===== src/design/cache_cfg_pkg.sv =====
`default_nettype none

package cache_cfg_pkg;

   // front end, word side of the cache
   localparam int FE_ADDR_W = 32;   // byte address
   localparam int FE_DATA_W = 32;
   localparam int FE_NBYTES = 4;    // strobe width

   // back end, memory bus side
   localparam int BE_DATA_W   = 64;
   localparam int BE_NBYTES   = 8;
   localparam int BE_NBYTES_W = 3;  // also the awsize code

   // write buffer geometry
   localparam int BUF_DEPTH = 4;
   localparam int BUF_PTR_W = 2;

endpackage

`default_nettype wire


===== src/design/axi_defs_pkg.sv =====
`default_nettype none

package axi_defs_pkg;

   typedef enum logic [1:0] {
      BURST_FIXED = 2'b00,
      BURST_INCR  = 2'b01
   } axi_burst_e;

   typedef enum logic [1:0] {
      RESP_OKAY   = 2'b00,
      RESP_EXOKAY = 2'b01,
      RESP_SLVERR = 2'b10,
      RESP_DECERR = 2'b11
   } axi_resp_e;

   // write master states
   typedef enum logic [1:0] {
      ST_IDLE = 2'd0,
      ST_ADDR = 2'd1,   // aw phase
      ST_DATA = 2'd2,   // w phase
      ST_RESP = 2'd3    // waiting on b
   } wr_state_e;

   localparam int AXI_ID_W             = 4;
   localparam int AXI_ID               = 0;
   localparam int AXI_LEN_W            = 8;
   localparam int AXI_CACHE_BUFFERABLE = 3;   // bufferable, modifiable

endpackage

`default_nettype wire


===== src/design/write_buffer.sv =====
`timescale 1ns/1ps
`default_nettype none

module write_buffer
   import cache_cfg_pkg::*;
(
   input  wire                  clk_i,
   input  wire                  reset,
   input  wire                  push_i,
   input  wire  [FE_ADDR_W-1:0] push_addr_i,
   input  wire  [FE_DATA_W-1:0] push_wdata_i,
   input  wire  [FE_NBYTES-1:0] push_wstrb_i,
   input  wire                  pop_i,
   output logic [FE_ADDR_W-1:0] head_addr_o,
   output logic [FE_DATA_W-1:0] head_wdata_o,
   output logic [FE_NBYTES-1:0] head_wstrb_o,
   output logic                 empty_o,
   output logic                 full_o
);

   logic [FE_ADDR_W-1:0] addr_mem  [BUF_DEPTH];
   logic [FE_DATA_W-1:0] wdata_mem [BUF_DEPTH];
   logic [FE_NBYTES-1:0] wstrb_mem [BUF_DEPTH];

   logic [BUF_PTR_W-1:0] wr_ptr;
   logic [BUF_PTR_W-1:0] rd_ptr;
   logic [BUF_PTR_W:0]   count;
   logic [BUF_PTR_W:0]   count_nxt;
   logic                 do_push;
   logic                 do_pop;

   assign do_push = push_i & ~full_o;   // write while full is lost
   assign do_pop  = pop_i & ~empty_o;

   always_comb begin
      count_nxt = count;
      if (do_push && !do_pop) begin
         count_nxt = count + 1'b1;
      end else if (do_pop && !do_push) begin
         count_nxt = count - 1'b1;
      end
   end

   // entry storage
   always_ff @(posedge clk_i) begin
      if (do_push) begin
         addr_mem[wr_ptr]  <= push_addr_i;
         wdata_mem[wr_ptr] <= push_wdata_i;
         wstrb_mem[wr_ptr] <= push_wstrb_i;
      end
   end

   always_ff @(posedge clk_i or posedge reset) begin
      if (reset) begin
         wr_ptr  <= '0;
         rd_ptr  <= '0;
         count   <= '0;
         empty_o <= 1'b1;
         full_o  <= 1'b0;
      end else begin
         if (do_push) begin
            wr_ptr <= wr_ptr + 1'b1;   // wraps at depth
         end
         if (do_pop) begin
            rd_ptr <= rd_ptr + 1'b1;
         end
         count   <= count_nxt;
         empty_o <= (count_nxt == '0);
         full_o  <= (count_nxt == (BUF_PTR_W + 1)'(BUF_DEPTH));
      end
   end

   // show-ahead head, held until popped
   assign head_addr_o  = addr_mem[rd_ptr];
   assign head_wdata_o = wdata_mem[rd_ptr];
   assign head_wstrb_o = wstrb_mem[rd_ptr];

endmodule

`default_nettype wire


===== src/design/axi_write_channel.sv =====
`timescale 1ns/1ps
`default_nettype none

module axi_write_channel
   import cache_cfg_pkg::*;
   import axi_defs_pkg::*;
(
   input  wire                  clk_i,
   input  wire                  reset,
   input  wire                  valid_i,
   input  wire  [FE_ADDR_W-1:0] addr_i,
   input  wire  [FE_DATA_W-1:0] wdata_i,
   input  wire  [FE_NBYTES-1:0] wstrb_i,
   output logic                 pop_o,
   output logic                 idle_o,
   output logic [AXI_ID_W-1:0]  axi_awid_o,
   output logic [FE_ADDR_W-1:0] axi_awaddr_o,
   output logic [AXI_LEN_W-1:0] axi_awlen_o,
   output logic [2:0]           axi_awsize_o,
   output logic [1:0]           axi_awburst_o,
   output logic                 axi_awlock_o,
   output logic [3:0]           axi_awcache_o,
   output logic [2:0]           axi_awprot_o,
   output logic [3:0]           axi_awqos_o,
   output logic                 axi_awvalid_o,
   input  wire                  axi_awready_i,
   output logic [BE_DATA_W-1:0] axi_wdata_o,
   output logic [BE_NBYTES-1:0] axi_wstrb_o,
   output logic                 axi_wlast_o,
   output logic                 axi_wvalid_o,
   input  wire                  axi_wready_i,
   input  wire  [1:0]           axi_bresp_i,
   input  wire                  axi_bvalid_i,
   output logic                 axi_bready_o
);

   wr_state_e state_q;
   wr_state_e state_d;
   logic      resp_ok;

   // fixed attributes of every write
   assign axi_awid_o    = AXI_ID_W'(AXI_ID);
   assign axi_awlen_o   = AXI_LEN_W'(0);             // single beat
   assign axi_awsize_o  = 3'(BE_NBYTES_W);           // full bus word
   assign axi_awburst_o = BURST_FIXED;
   assign axi_awlock_o  = 1'b0;                      // normal access
   assign axi_awcache_o = 4'(AXI_CACHE_BUFFERABLE);
   assign axi_awprot_o  = 3'b000;
   assign axi_awqos_o   = 4'b0000;

   // bus word aligned address
   assign axi_awaddr_o = {addr_i[FE_ADDR_W-1:BE_NBYTES_W], {BE_NBYTES_W{1'b0}}};

   // word goes on both lanes, strobes pick the half
   assign axi_wdata_o = {2{wdata_i}};
   assign axi_wstrb_o = addr_i[BE_NBYTES_W-1] ? {wstrb_i, {FE_NBYTES{1'b0}}}
                                              : {{FE_NBYTES{1'b0}}, wstrb_i};
   assign axi_wlast_o = axi_wvalid_o;

   assign resp_ok = axi_bvalid_i && (axi_bresp_i == RESP_OKAY);

   always_comb begin
      state_d = state_q;
      case (state_q)
         ST_IDLE: begin
            if (valid_i) begin
               state_d = ST_ADDR;
            end
         end
         ST_ADDR: begin
            if (!valid_i) begin
               state_d = ST_IDLE;   // buffer drained by last pop
            end else if (axi_awready_i) begin
               state_d = ST_DATA;
            end
         end
         ST_DATA: begin
            if (axi_wready_i) begin
               state_d = ST_RESP;
            end
         end
         default: begin
            // error response resends the same head entry
            if (axi_bvalid_i) begin
               state_d = ST_ADDR;
            end
         end
      endcase
   end

   always_ff @(posedge clk_i or posedge reset) begin
      if (reset) begin
         state_q <= ST_IDLE;
      end else begin
         state_q <= state_d;
      end
   end

   // awvalid only with a head entry present
   assign axi_awvalid_o = (state_q == ST_ADDR) && valid_i;
   assign axi_wvalid_o  = (state_q == ST_DATA);
   assign axi_bready_o  = (state_q == ST_RESP);
   assign pop_o         = (state_q == ST_RESP) && resp_ok;
   assign idle_o        = (state_q == ST_IDLE);

endmodule

`default_nettype wire


===== src/design/cache_write_back_end.sv =====
`timescale 1ns/1ps
`default_nettype none

module cache_write_back_end
   import cache_cfg_pkg::*;
   import axi_defs_pkg::*;
(
   input  wire                  clk_i,
   input  wire                  reset,
   input  wire                  fe_valid_i,
   input  wire  [FE_ADDR_W-1:0] fe_addr_i,
   input  wire  [FE_DATA_W-1:0] fe_wdata_i,
   input  wire  [FE_NBYTES-1:0] fe_wstrb_i,
   output logic                 fe_ready_o,
   output logic                 idle_o,
   output logic [AXI_ID_W-1:0]  axi_awid_o,
   output logic [FE_ADDR_W-1:0] axi_awaddr_o,
   output logic [AXI_LEN_W-1:0] axi_awlen_o,
   output logic [2:0]           axi_awsize_o,
   output logic [1:0]           axi_awburst_o,
   output logic                 axi_awlock_o,
   output logic [3:0]           axi_awcache_o,
   output logic [2:0]           axi_awprot_o,
   output logic [3:0]           axi_awqos_o,
   output logic                 axi_awvalid_o,
   input  wire                  axi_awready_i,
   output logic [BE_DATA_W-1:0] axi_wdata_o,
   output logic [BE_NBYTES-1:0] axi_wstrb_o,
   output logic                 axi_wlast_o,
   output logic                 axi_wvalid_o,
   input  wire                  axi_wready_i,
   input  wire  [1:0]           axi_bresp_i,
   input  wire                  axi_bvalid_i,
   output logic                 axi_bready_o
);

   logic [FE_ADDR_W-1:0] head_addr;
   logic [FE_DATA_W-1:0] head_wdata;
   logic [FE_NBYTES-1:0] head_wstrb;
   logic                 buf_empty;
   logic                 buf_full;
   logic                 wr_pop;
   logic                 ch_idle;

   write_buffer wbuf0 (
      .clk_i        (clk_i),
      .reset        (reset),
      .push_i       (fe_valid_i),   // dropped when full
      .push_addr_i  (fe_addr_i),
      .push_wdata_i (fe_wdata_i),
      .push_wstrb_i (fe_wstrb_i),
      .pop_i        (wr_pop),
      .head_addr_o  (head_addr),
      .head_wdata_o (head_wdata),
      .head_wstrb_o (head_wstrb),
      .empty_o      (buf_empty),
      .full_o       (buf_full)
   );

   axi_write_channel wch0 (
      .clk_i         (clk_i),
      .reset         (reset),
      .valid_i       (~buf_empty),
      .addr_i        (head_addr),
      .wdata_i       (head_wdata),
      .wstrb_i       (head_wstrb),
      .pop_o         (wr_pop),
      .idle_o        (ch_idle),
      .axi_awid_o    (axi_awid_o),
      .axi_awaddr_o  (axi_awaddr_o),
      .axi_awlen_o   (axi_awlen_o),
      .axi_awsize_o  (axi_awsize_o),
      .axi_awburst_o (axi_awburst_o),
      .axi_awlock_o  (axi_awlock_o),
      .axi_awcache_o (axi_awcache_o),
      .axi_awprot_o  (axi_awprot_o),
      .axi_awqos_o   (axi_awqos_o),
      .axi_awvalid_o (axi_awvalid_o),
      .axi_awready_i (axi_awready_i),
      .axi_wdata_o   (axi_wdata_o),
      .axi_wstrb_o   (axi_wstrb_o),
      .axi_wlast_o   (axi_wlast_o),
      .axi_wvalid_o  (axi_wvalid_o),
      .axi_wready_i  (axi_wready_i),
      .axi_bresp_i   (axi_bresp_i),
      .axi_bvalid_i  (axi_bvalid_i),
      .axi_bready_o  (axi_bready_o)
   );

   assign fe_ready_o = ~buf_full;
   assign idle_o     = ch_idle & buf_empty;   // no write pending anywhere

endmodule

`default_nettype wire


===== config.mk =====
export PLATFORM = sky130hd
export DESIGN_NAME = cache_write_back_end
export DESIGN_NICKNAME = d
export VERILOG_FILES = /design/src/design/cache_cfg_pkg.sv /design/src/design/axi_defs_pkg.sv /design/src/design/write_buffer.sv /design/src/design/axi_write_channel.sv /design/src/design/cache_write_back_end.sv
export SDC_FILE = /design/constraint.sdc
export NUM_CORES = 1
export LEC_CHECK = 0
export BUFFER_PORTS_ARGS = -buffer_cell sky130_fd_sc_hd__buf_2
export CORE_ASPECT_RATIO = 0.9
export CORE_MARGIN = 1.5
export CORE_UTILIZATION = 35
export DETAILED_ROUTE_END_ITERATION = 8
export SETUP_SLACK_MARGIN = 0.2
export SYNTH_ARGS = -nofsm -noshare
export SYNTH_HDL_FRONTEND = slang
export SYNTH_SLANG_ARGS = --single-unit

===== constraint.sdc =====
create_clock -name clk_i -period 5.3 [get_ports clk_i]
set_input_delay 0.265 -clock clk_i [delete_from_list [all_inputs] [get_ports clk_i]]
set_output_delay 0.265 -clock clk_i [all_outputs]
set_load 0.03 [all_outputs]

* Word-level counts from Yosys, hierarchy flattened *
Memories as Yosys holds them, arrays and structs flattened.
Index checks and enable logic that the tools add are counted.

cells by class
  eq/ne operators = 7
  multiplexer cells = 11
  reductions and logical operators = 12
  add/subtract/negate cells = 4
  bitwise logic cells = 5

operators by type and width
  cell                                                                   number
  2-bit 2-to-1 mux                                                       5
  8-bit 2-to-1 mux                                                       1
  3-bit 2-to-1 mux                                                       2
  2-bit case mux with 3 select lines                                     1
  1-bit logical AND                                                      5
  2-bit by 1-bit adder with 2-bit output, second input constant          2
  2-bit equality test, second input constant                             2
  2-bit zero test                                                        2
  4-bit AND reduction                                                    1
  4-bit nonzero test                                                     1
  3-bit by 1-bit adder with 3-bit output, second input constant          1
  1-bit bitwise AND                                                      3
  3-bit equality test, second input constant                             1
  3-bit zero test                                                        1
  3-bit != test, second input constant                                   1
  3-bit by 1-bit subtractor with 3-bit output, second input constant     1
  2-bit by 1-bit equality test with 1-bit output, second input constant  1
  1-bit zero test                                                        2
  1-bit 2-to-1 mux                                                       2
  2-bit by 1-bit != test with 1-bit output, second input constant        1
  2-bit != test, second input constant                                   1
  1-bit NOT                                                              2

word-level totals
  RAM bits = 272
  bits of input ports = 76
  logic and storage cells = 48
  register bits = 11
  output and inout port bits = 139
  memories = 3

memory list
  name             words  bits a word  rd ports  clocked after memory_dff  wr ports  RTL line            source
  wbuf0.addr_mem   4      32           1         0                         1         write_buffer.sv:21  logic [FE_ADDR_W-1:0] addr_mem [BUF_DEPTH];
  wbuf0.wdata_mem  4      32           1         0                         1         write_buffer.sv:22  logic [FE_DATA_W-1:0] wdata_mem [BUF_DEPTH];
  wbuf0.wstrb_mem  4      4            1         0                         1         write_buffer.sv:23  logic [FE_NBYTES-1:0] wstrb_mem [BUF_DEPTH];

* Logic depth before layout (Yosys ltp) *
Gate-level depths: netlist (run 1).

  depth in word-level cells = 8
  gate-level depth with buffers = 6

* Modules after synthesis *
Synthesis (run 1) repeated with hierarchy kept, for this count alone.

second synthesis, totals
  cell total of the unflattened synthesis = 567
  area, all modules = 11562.3 µm²

by module, submodules not included
  module                area each (µm²)  cells each  sequential area each (µm²)  times used
  write_buffer          10312.4          407         8394.3                      1
  axi_write_channel     1236.2           157         50.0                        1
  cache_write_back_end  13.8             3           0.0                         1

* Worst setup path after synthesis (run 1) *
OpenSTA, ideal clock, no wires.

  kind = reg2reg
  from = register wbuf0.full_o
  to = memory wbuf0.addr_mem[0][10] (enable)
  path buffers = 1
  cell stages (with the launch flop) = 4
  setup time = 0.431 ns
  arrival = 2.342 ns
  slack = 2.527 ns
  period minus slack after synthesis = 2.773 ns
  path through = dfrtp_1 -> nor2b_1 -> clkbuf_1 -> and2_1

on the way
  longest elaborated chain between the ends = 4

ends and longest elaborated chain
  element                                 RTL line            source
  from (decl)                             write_buffer.sv:18  output logic full_o
  from (signal assigned)                  write_buffer.sv:69  full_o <= (count_nxt == (BUF_PTR_W + 1)'(BUF_DEPTH));
  1-bit NOT                               write_buffer.sv:32  assign do_push = push_i & ~full_o;
  1-bit bitwise AND                       write_buffer.sv:32
  1-bit 2-to-1 mux                        write_buffer.sv:46  if (do_push) begin
  1-bit 2-to-1 mux (not written as such)  write_buffer.sv:47  addr_mem[wr_ptr] <= push_addr_i;
  to (decl)                               write_buffer.sv:21

Every way passes these cells.

* Worst setup path after layout (run 1) *
  from = register wbuf0.rd_ptr[0]
  to = output axi_wdata_o[57]

on the way
  longest elaborated chain between the ends = 1

ends and longest elaborated chain
  element                 RTL line                    source
  from (decl)             write_buffer.sv:26          logic [BUF_PTR_W-1:0] rd_ptr;
  from (signal assigned)  write_buffer.sv:65          rd_ptr <= rd_ptr + 1'b1;
  memory read 4 x 32 bit  n/a
  to (decl)               cache_write_back_end.sv:27  output logic [BE_DATA_W-1:0] axi_wdata_o,

Every way passes these cells.

==> results of run 1 <==
cell usage in the layout (no fill, tap or decap), types with 3 or more instances in the layout:
master | netlist | layout
sky130_fd_sc_hd__and2_1 | 8 | 4
sky130_fd_sc_hd__nor2b_1 | 6 | 6
sky130_fd_sc_hd__and2_4 | 0 | 4
sky130_fd_sc_hd__mux4_2 | 66 | 66
sky130_fd_sc_hd__clkinv_1 | 0 | 10
sky130_fd_sc_hd__conb_1 | 2 | 32
sky130_fd_sc_hd__dlygate4sd3_1 | 0 | 67
sky130_fd_sc_hd__xnor2_1 | 4 | 4
sky130_fd_sc_hd__nand2_1 | 3 | 3
sky130_fd_sc_hd__clkbuf_1 | 7 | 6
sky130_fd_sc_hd__nor2_1 | 3 | 3
sky130_fd_sc_hd__inv_1 | 10 | 10
sky130_fd_sc_hd__buf_2 | 9 | 180
sky130_fd_sc_hd__ha_1 | 11 | 11
sky130_fd_sc_hd__clkinv_2 | 0 | 5
sky130_fd_sc_hd__o211ai_1 | 3 | 3
sky130_fd_sc_hd__clkbuf_16 | 0 | 29
sky130_fd_sc_hd__edfxtp_1 | 264 | 264
sky130_fd_sc_hd__dfrtp_1 | 10 | 8
per-stage QoR:
step           cells  hold WS, ns  worst slack, ns  instance area, sq um
2_1_floorplan    527        0.117             2.53                 10900
3_3_place_gp    1030        0.275             2.50                 11800
3_5_place_dp    1030        0.292             2.45                 11800
4_1_cts         1149       0.0742             1.86                 13300
5_1_grt         1149       0.0954             1.74                 13300
6_report        1149        0.105             2.02                 13300
area by class of cell:
| type | instances | area (sq um) | share of cell area (%) |
|---|---|---|---|
| Clock inverter | 17 | 100 | 0.751 |
| Clock buffer | 35 | 748 | 5.61 |
| Inverter | 10 | 37.5 | 0.282 |
| Tap cell | 403 | 504 | 3.78 |
| Multi-Input combinational cell | 161 | 2150 | 16.1 |
| Sequential cell | 275 | 8210 | 61.6 |
| Timing Repair Buffer | 248 | 1580 | 11.8 |
how the worst min path moves through the flow:
stage	start	endpoint	slack, ns	depth (start not counted)
2_1_floorplan	reset	wbuf0.count[0]	0.12	1
3_3_place_gp	reset	wch0.state_q[1]	0.28	2
3_5_place_dp	reset	wbuf0.full_o	0.29	2
4_1_cts	axi_bresp_i[0]	wbuf0.rd_ptr[1]	0.07	4
5_1_grt	axi_bresp_i[0]	wbuf0.rd_ptr[1]	0.1	4
6_report	axi_bresp_i[0]	wbuf0.rd_ptr[1]	0.10	4
worst max-delay path: cells and delay by family (launching register included):
family | cells | cell delay [ns]
DFF | 1 | 1.03
buffers and inverters | 2 | 0.79
muxes | 1 | 0.63
registers in the layout, summed over array words and instances, names as in the netlist:
register,flops
wbuf0.full_o,1
wbuf0.count,3
wbuf0.wdata_mem,128
wbuf0.rd_ptr,2
wbuf0.wr_ptr,2
wbuf0.wstrb_mem,16
wbuf0.addr_mem,120
wbuf0.empty_o,1
wch0.state_q,2
synthesized netlist by cell type, types with 2 or more instances:
cell type                  number  share of area (%)
sky130_fd_sc_hd__and2_1         8               0.46
sky130_fd_sc_hd__nor2_1         3               0.10
sky130_fd_sc_hd__mux4_2        66                 14
sky130_fd_sc_hd__a31oi_1        2               0.12
sky130_fd_sc_hd__nand3_1        2              0.092
sky130_fd_sc_hd__edfxtp_1     264                 73
sky130_fd_sc_hd__clkbuf_1       7               0.24
sky130_fd_sc_hd__o21ai_0        2              0.092
sky130_fd_sc_hd__a21oi_2        2               0.16
sky130_fd_sc_hd__buf_4         65                4.5
sky130_fd_sc_hd__nor2b_1        6               0.35
sky130_fd_sc_hd__buf_2          9               0.42
sky130_fd_sc_hd__xnor2_1        4               0.32
sky130_fd_sc_hd__nand2_1        3               0.10
sky130_fd_sc_hd__conb_1         2              0.069
sky130_fd_sc_hd__o211ai_1       3               0.21
sky130_fd_sc_hd__dfrtp_1       10                2.3
sky130_fd_sc_hd__ha_1          11                1.3
sky130_fd_sc_hd__inv_1         10               0.35
layer usage:
metal  wire length, um  vias up  track usage (%)
met1              8530     2713             15.6
met3               990       33             2.47
met2             10000      181             22.1
li1                  -     2370                -
met5                 0        -                0
met4               475        0             3.24
power by group through the flow:
stage | combinational [uW] | clock (uW) | sequential [uW]
final | 2520 | 1820 | 3100
after global routing | 2680 | 1950 | 3160
after CTS | 2570 | 1870 | 3120
after detailed placement | 2520 | 0 | 3160
after global placement | 2500 | 0 | 3130
after floorplan | 2160 | 0 | 2970
kinds of logic after synthesis:
logic type                 after synthesis  share of synthesized area [%]
other                                    2                         0.0694
AOI/OAI and AO/OA                       15                           1.18
buffers and inverters                   91                           5.51
xor gates and xnor gates                 4                          0.324
adders and majority gates               11                           1.27
DFF                                    275                           75.8
and+or+nand+nor                         33                           2.12
muxes                                   66                           13.7
==> impl_results.md, run 1 <==
- Status: finished clean
- Core box area: 0.0302 sq mm
- Util after Layout: 44.2%
- Count of port buffers added during placement: 180
- Wire length of the first global-routing pass: 30.8 mm
- Per-cell routed wire length: 17.4 um
- CP startpoint: wbuf0.rd_ptr[0]
- Leading register cell type out of synthesis: sky130_fd_sc_hd__edfxtp_1
- WL final: 20.0 mm
- Worst clock skew: 0.0220 ns
- Synth Register Bits: 275
- Horizontal die dimension: 188 um
- Clock latency of the later-clocked register in the worst-skew pair: 0.54 ns
- Aggregate global-route resource usage: 12.4%
- Average footprint of a synthesized cell: 21.8 sq um
- Register-to-register setup slack: 2.95 ns
- First-iteration detailed-routing DRC count: 275
- Worst hold path type: in -> reg
- Slowest-stage cell, CP: sky130_fd_sc_hd__dfrtp_4
- Achievable clock frequency: 304 MHz
- Crit path kind: reg -> out
- Reg2reg end: wbuf0.addr_mem[3][20]
- Post-synth ARST share: 4.00%
- Net switching power: 2670 uW
- Die boundary height: 170 um
- Largest fanout on the critical path: 44
- Share of post-route cells with drive strength above 1: 40.5%
- Number of placement rows: 60
- Area overhead of the layout relative to synthesis: 23.1%
- H-tree levels: 1
- Highest cell delay on the worst timing path: 1.03 ns
- Clock tree root buffer cell: sky130_fd_sc_hd__clkbuf_16
- LEAKAGE: 0.00470 uW
- Cell internal pwr: 4770 uW
- Residual antenna-violating net count after detailed routing: 0
- Setup crit end kind: primary output
- Maximum number of pins on one net before global-route repair: 68
- Clock tree from TritonCTS: done
- Combinational power share: 33.9%
- # IOs: 215
- Setup violators final: 0
- Mapped Cells: 497
- Power Density: 558 mW/mm^2
- Count of final max-slew check failures: 0
- Shortest period the worst path allows: 3.28 ns
- Fillers: 2633
- Clock Sinks: 275
- DP Wirelength: 11.1 mm
- End point of the critical path: axi_wdata_o[57]
- Setup fix buffers added after clock tree synthesis: 0
- Number of antenna cells inserted: 0
- Arrival time of data at the critical path endpoint: 3.02 ns
- Fin crit share: 62.0%
- Last weighted congestion value of the routability-driven placer: 0.770
- Clock network fraction of design power: 24.4%
- Setup repair after global routing missed its margin: false
- Initial cell density of the core: 35.9%
- Depth of the worst register-to-register path: 2
- Switching part of the total: 35.8%
- Number of buffers created by CTS: 28
- Vias: 5297
- Vias in the first global route: 5590
- Sort of element at the start of the critical path: register
- Sequential Power Share: 41.7%
- Number of nets in the layout: 811
- Post-cts hold buffer count: 67
- Initial antenna violation count: 0
- Grt ovf: 0
- Post-cts repair resize count: 0
- MaxCap Viol Count: 0
- Worst slew margin relative to its limit: 29.2%
- Transition time at the pin with the least slew margin: 1.06 ns
- Number of hold violations in the final report: 0
- Worst flop-to-flop path startpoint: wbuf0.full_o
- Required time at the endpoint of the critical path: 5.04 ns
- Count of warnings emitted by yosys: 0
- Post-synthesis sequential area ratio: 75.8%
- Vias per cell: 4.61
- Netlist area before placement: 0.0108 sq mm
- Initial DRT Pass Iterations: 4
- DRC errors left: 0
- Maximum buffer depth of the clock tree: 3
- Final Power: 7440 uW
- Die area: 0.0320 sq mm
- Clk slew on worst S/H paths: 0.06 ns
- Number of enable-type register cells in the synthesized netlist: 264
- Peak VDD IR: 0.000359 V
- Total Negative Setup Slacks: 0 ns
- List of cells traversed by the critical path: buf_4 -> mux4_2 -> buf_2
- Number of distinct library cells after synthesis: 37
(Power assumes the default switching activity.)
==> inputs of run 2 (changes only) <==
==> constraint.sdc (replaced) <==
create_clock -name clk_i -period 2.88 [get_ports clk_i]
set_input_delay 0.144 -clock clk_i [delete_from_list [all_inputs] [get_ports clk_i]]
set_output_delay 0.144 -clock clk_i [all_outputs]
set_load 0.03 [all_outputs]
==> run 2 against run 1 <==
Total power grew 93%. Register-to-register slack got worse by 2.3 ns. Clock-buffer cell count grew 6. Clock power increased by 110%. Sequential share of layout area down 1.6 points. First-iteration DRC count grew 12%. Highest routed layer unchanged. Hold slack got worse by 0.081 ns. Core utilization rose by 1.2 points.
==> impl_results.md, run 2 (synthesis results as in run 1) <==
- Fin crit share: 87.0%
- Final instance area: 0.0137 sq mm
- Last weighted congestion value of the routability-driven placer: 0.739
- Vias per cell: 4.63
- Util after Layout: 45.3%
- Initial DRT Pass Iterations: 4
- Number of buffers created by CTS: 29
- Die boundary height: 170 um
- Setup repair after global routing missed its margin: false
- Initial cell density of the core: 35.9%
- Slowest-stage cell, CP: sky130_fd_sc_hd__dfrtp_4
- Clock latency of the later-clocked register in the worst-skew pair: 0.53 ns
- Number of antenna cells inserted: 0
- Peak VDD IR: 0.000722 V
- Count of final max-slew check failures: 0
- WL final: 21.3 mm
- LEAKAGE: 0.00488 uW
- Clock tree root buffer cell: sky130_fd_sc_hd__clkbuf_16
- Die area: 0.0320 sq mm
- Residual antenna-violating net count after detailed routing: 0
- DP Wirelength: 13.0 mm
- Total Negative Setup Slacks: 0 ns
- Kind of cell adding the most delay to the critical path: flip-flops
- Count of port buffers added during placement: 180
- Setup crit end kind: primary output
- Horizontal die dimension: 188 um
- # IOs: 215
- Dpl cell area: 0.0120 sq mm
- Register bank with the most flops: wbuf0.wdata_mem
- Shortest period the worst path allows: 2.51 ns
- Crit path kind: reg -> out
- Maximum number of pins on one net before global-route repair: 37
- Registers with the highest flip-flop counts: wbuf0.wdata_mem (128), wbuf0.addr_mem (120), wbuf0.wstrb_mem (16)
- Status: finished clean
- Number of nets in the layout: 828
- Setup violators final: 0
- Area overhead of the layout relative to synthesis: 26.4%
- Number of placement rows: 60
- MaxCap Viol Count: 0
- H-tree levels: 1
- Clk slew on worst S/H paths: 0.06 ns
- Arrival time of data at the critical path endpoint: 2.36 ns
- Initial antenna violation count: 0
- Per-cell routed wire length: 18.2 um
- Most common cell after layout, fill and taps aside: sky130_fd_sc_hd__edfxtp_1
- Non-filler instance count after layout: 1167
- Sort of element at the start of the critical path: register
- DRC errors left: 0
- Number of instances in the placed design: 1043
- Required time at the endpoint of the critical path: 2.74 ns
- Grt ovf: 0
- Transition time at the pin with the least slew margin: 0.592 ns
- Aggregate global-route resource usage: 13.2%
- First-iteration detailed-routing DRC count: 308
- Fillers: 2626
- List of cells traversed by the critical path: buf_4 -> mux4_2 -> buf_2
- Maximum buffer depth of the clock tree: 3
- Share of post-route cells with drive strength above 1: 42.5%
- Vias: 5406
- Worst path bufs/invs: 2
- Worst hold path type: in -> reg
- Worst slew margin relative to its limit: 60.6%
- Clock Sinks: 275
- Number of hold violations in the final report: 0
- Max FFs per register: 128
- Vias in the first global route: 5744
- Largest fanout on the critical path: 36
- Achievable clock frequency: 399 MHz
- Worst clock skew: 0.0161 ns
- Wire length of the first global-routing pass: 32.4 mm
- Highest cell delay on the worst timing path: 0.81 ns
- Most used cells in the layout excluding fill and tap cells: sky130_fd_sc_hd__edfxtp_1, sky130_fd_sc_hd__buf_2, sky130_fd_sc_hd__dlygate4sd3_1, sky130_fd_sc_hd__mux4_2, sky130_fd_sc_hd__conb_1
- Core box area: 0.0302 sq mm
- Power Density: 1050 mW/mm^2
- Clock tree from TritonCTS: done
[run 2: cell types whose count changed in the layout (fill, tap and decap cells not counted), sizes merged]
cell         delta
dlygate4sd3     +2
clkinvlp        +1
clkinv         -10
buf            +14
clkbuf          +6
inv             +2
bufinv          +3
[run 2: metal layers]
layer / vias to the layer above / share of wire [%] / GRT usage (%)
li1: 2406 / - / -
met1: 2779 / 42 / 16.8
met2: 192 / 50 / 23.4
met3: 29 / 5.3 / 2.54
met4: 0 / 2.2 / 3.35
met5: - / 0 / 0
[run 2: cell type report]
cell class	instances	area [sq um]	share of cell area, %
Clock buffer	41	811	5.92
Clock inverter	13	176	1.29
Inverter	10	37.5	0.274
Multi-Input combinational cell	161	2150	15.7
Sequential cell	275	8210	60.0
Tap cell	403	504	3.68
Timing Repair Buffer	264	1800	13.1
[run 2: worst register-to-register path, cell delays in order, from the launching register on]
cell and delay, ns:
sky130_fd_sc_hd__dfstp_2 0.40, sky130_fd_sc_hd__nor4b_4 0.38, sky130_fd_sc_hd__dlygate4sd3_1 0.65, sky130_fd_sc_hd__nand2_1 0.11, sky130_fd_sc_hd__a221oi_2 0.38, sky130_fd_sc_hd__a21boi_2 0.21
[run 2: path summary, 6_finish.rpt]
| kind | cells after the start | slack [ns] | startpoint | endpoint |
|---|---|---|---|---|
| max in group asynchronous | 3 | 2.37 | reset | wbuf0.rd_ptr[0] |
| setup reg to reg | 5 | 0.70 | wbuf0.empty_o | wbuf0.full_o |
| hold / removal | 5 | 0.02 | axi_awready_i | wch0.state_q[0] |
| setup / recovery | 3 | 0.37 | wbuf0.rd_ptr[1] | axi_wdata_o[23] |
| min in group asynchronous | 3 | 0.16 | reset | wch0.state_q[0] |
| hold reg to reg | 1 | 0.57 | wbuf0.count[0] | wbuf0.count[0] |
[run 2: timing repair]
| action | in CTS | in global routing |
|---|---|---|
| gates resized for setup | 0 | 0 |
| setup buffers | 1 | 0 |
| endpoints found under the hold margin | 277 | 0 |
| hold buffers | 69 | 0 |
| endpoints found under the setup margin | 26 | 0 |
[run 2: power breakdown]
group / internal (uW) / total [uW] / switching [uW]
Clock: 2320 / 3770 / 1450
Sequential: 5220 / 5540 / 316
Combinational: 1810 / 5070 / 3260
[run 2: through the flow]
step / total power, uW / hold slack, ns / worst slack [ns]
2_1_floorplan: 9420 / -0.00428 / 0.817
3_3_place_gp: 10600 / 0.169 / 0.738
3_5_place_dp: 10700 / 0.176 / 0.731
4_1_cts: 14600 / 0.00222 / 0.296
5_1_grt: 15000 / 0.0217 / 0.244
6_report: 14400 / 0.0240 / 0.374
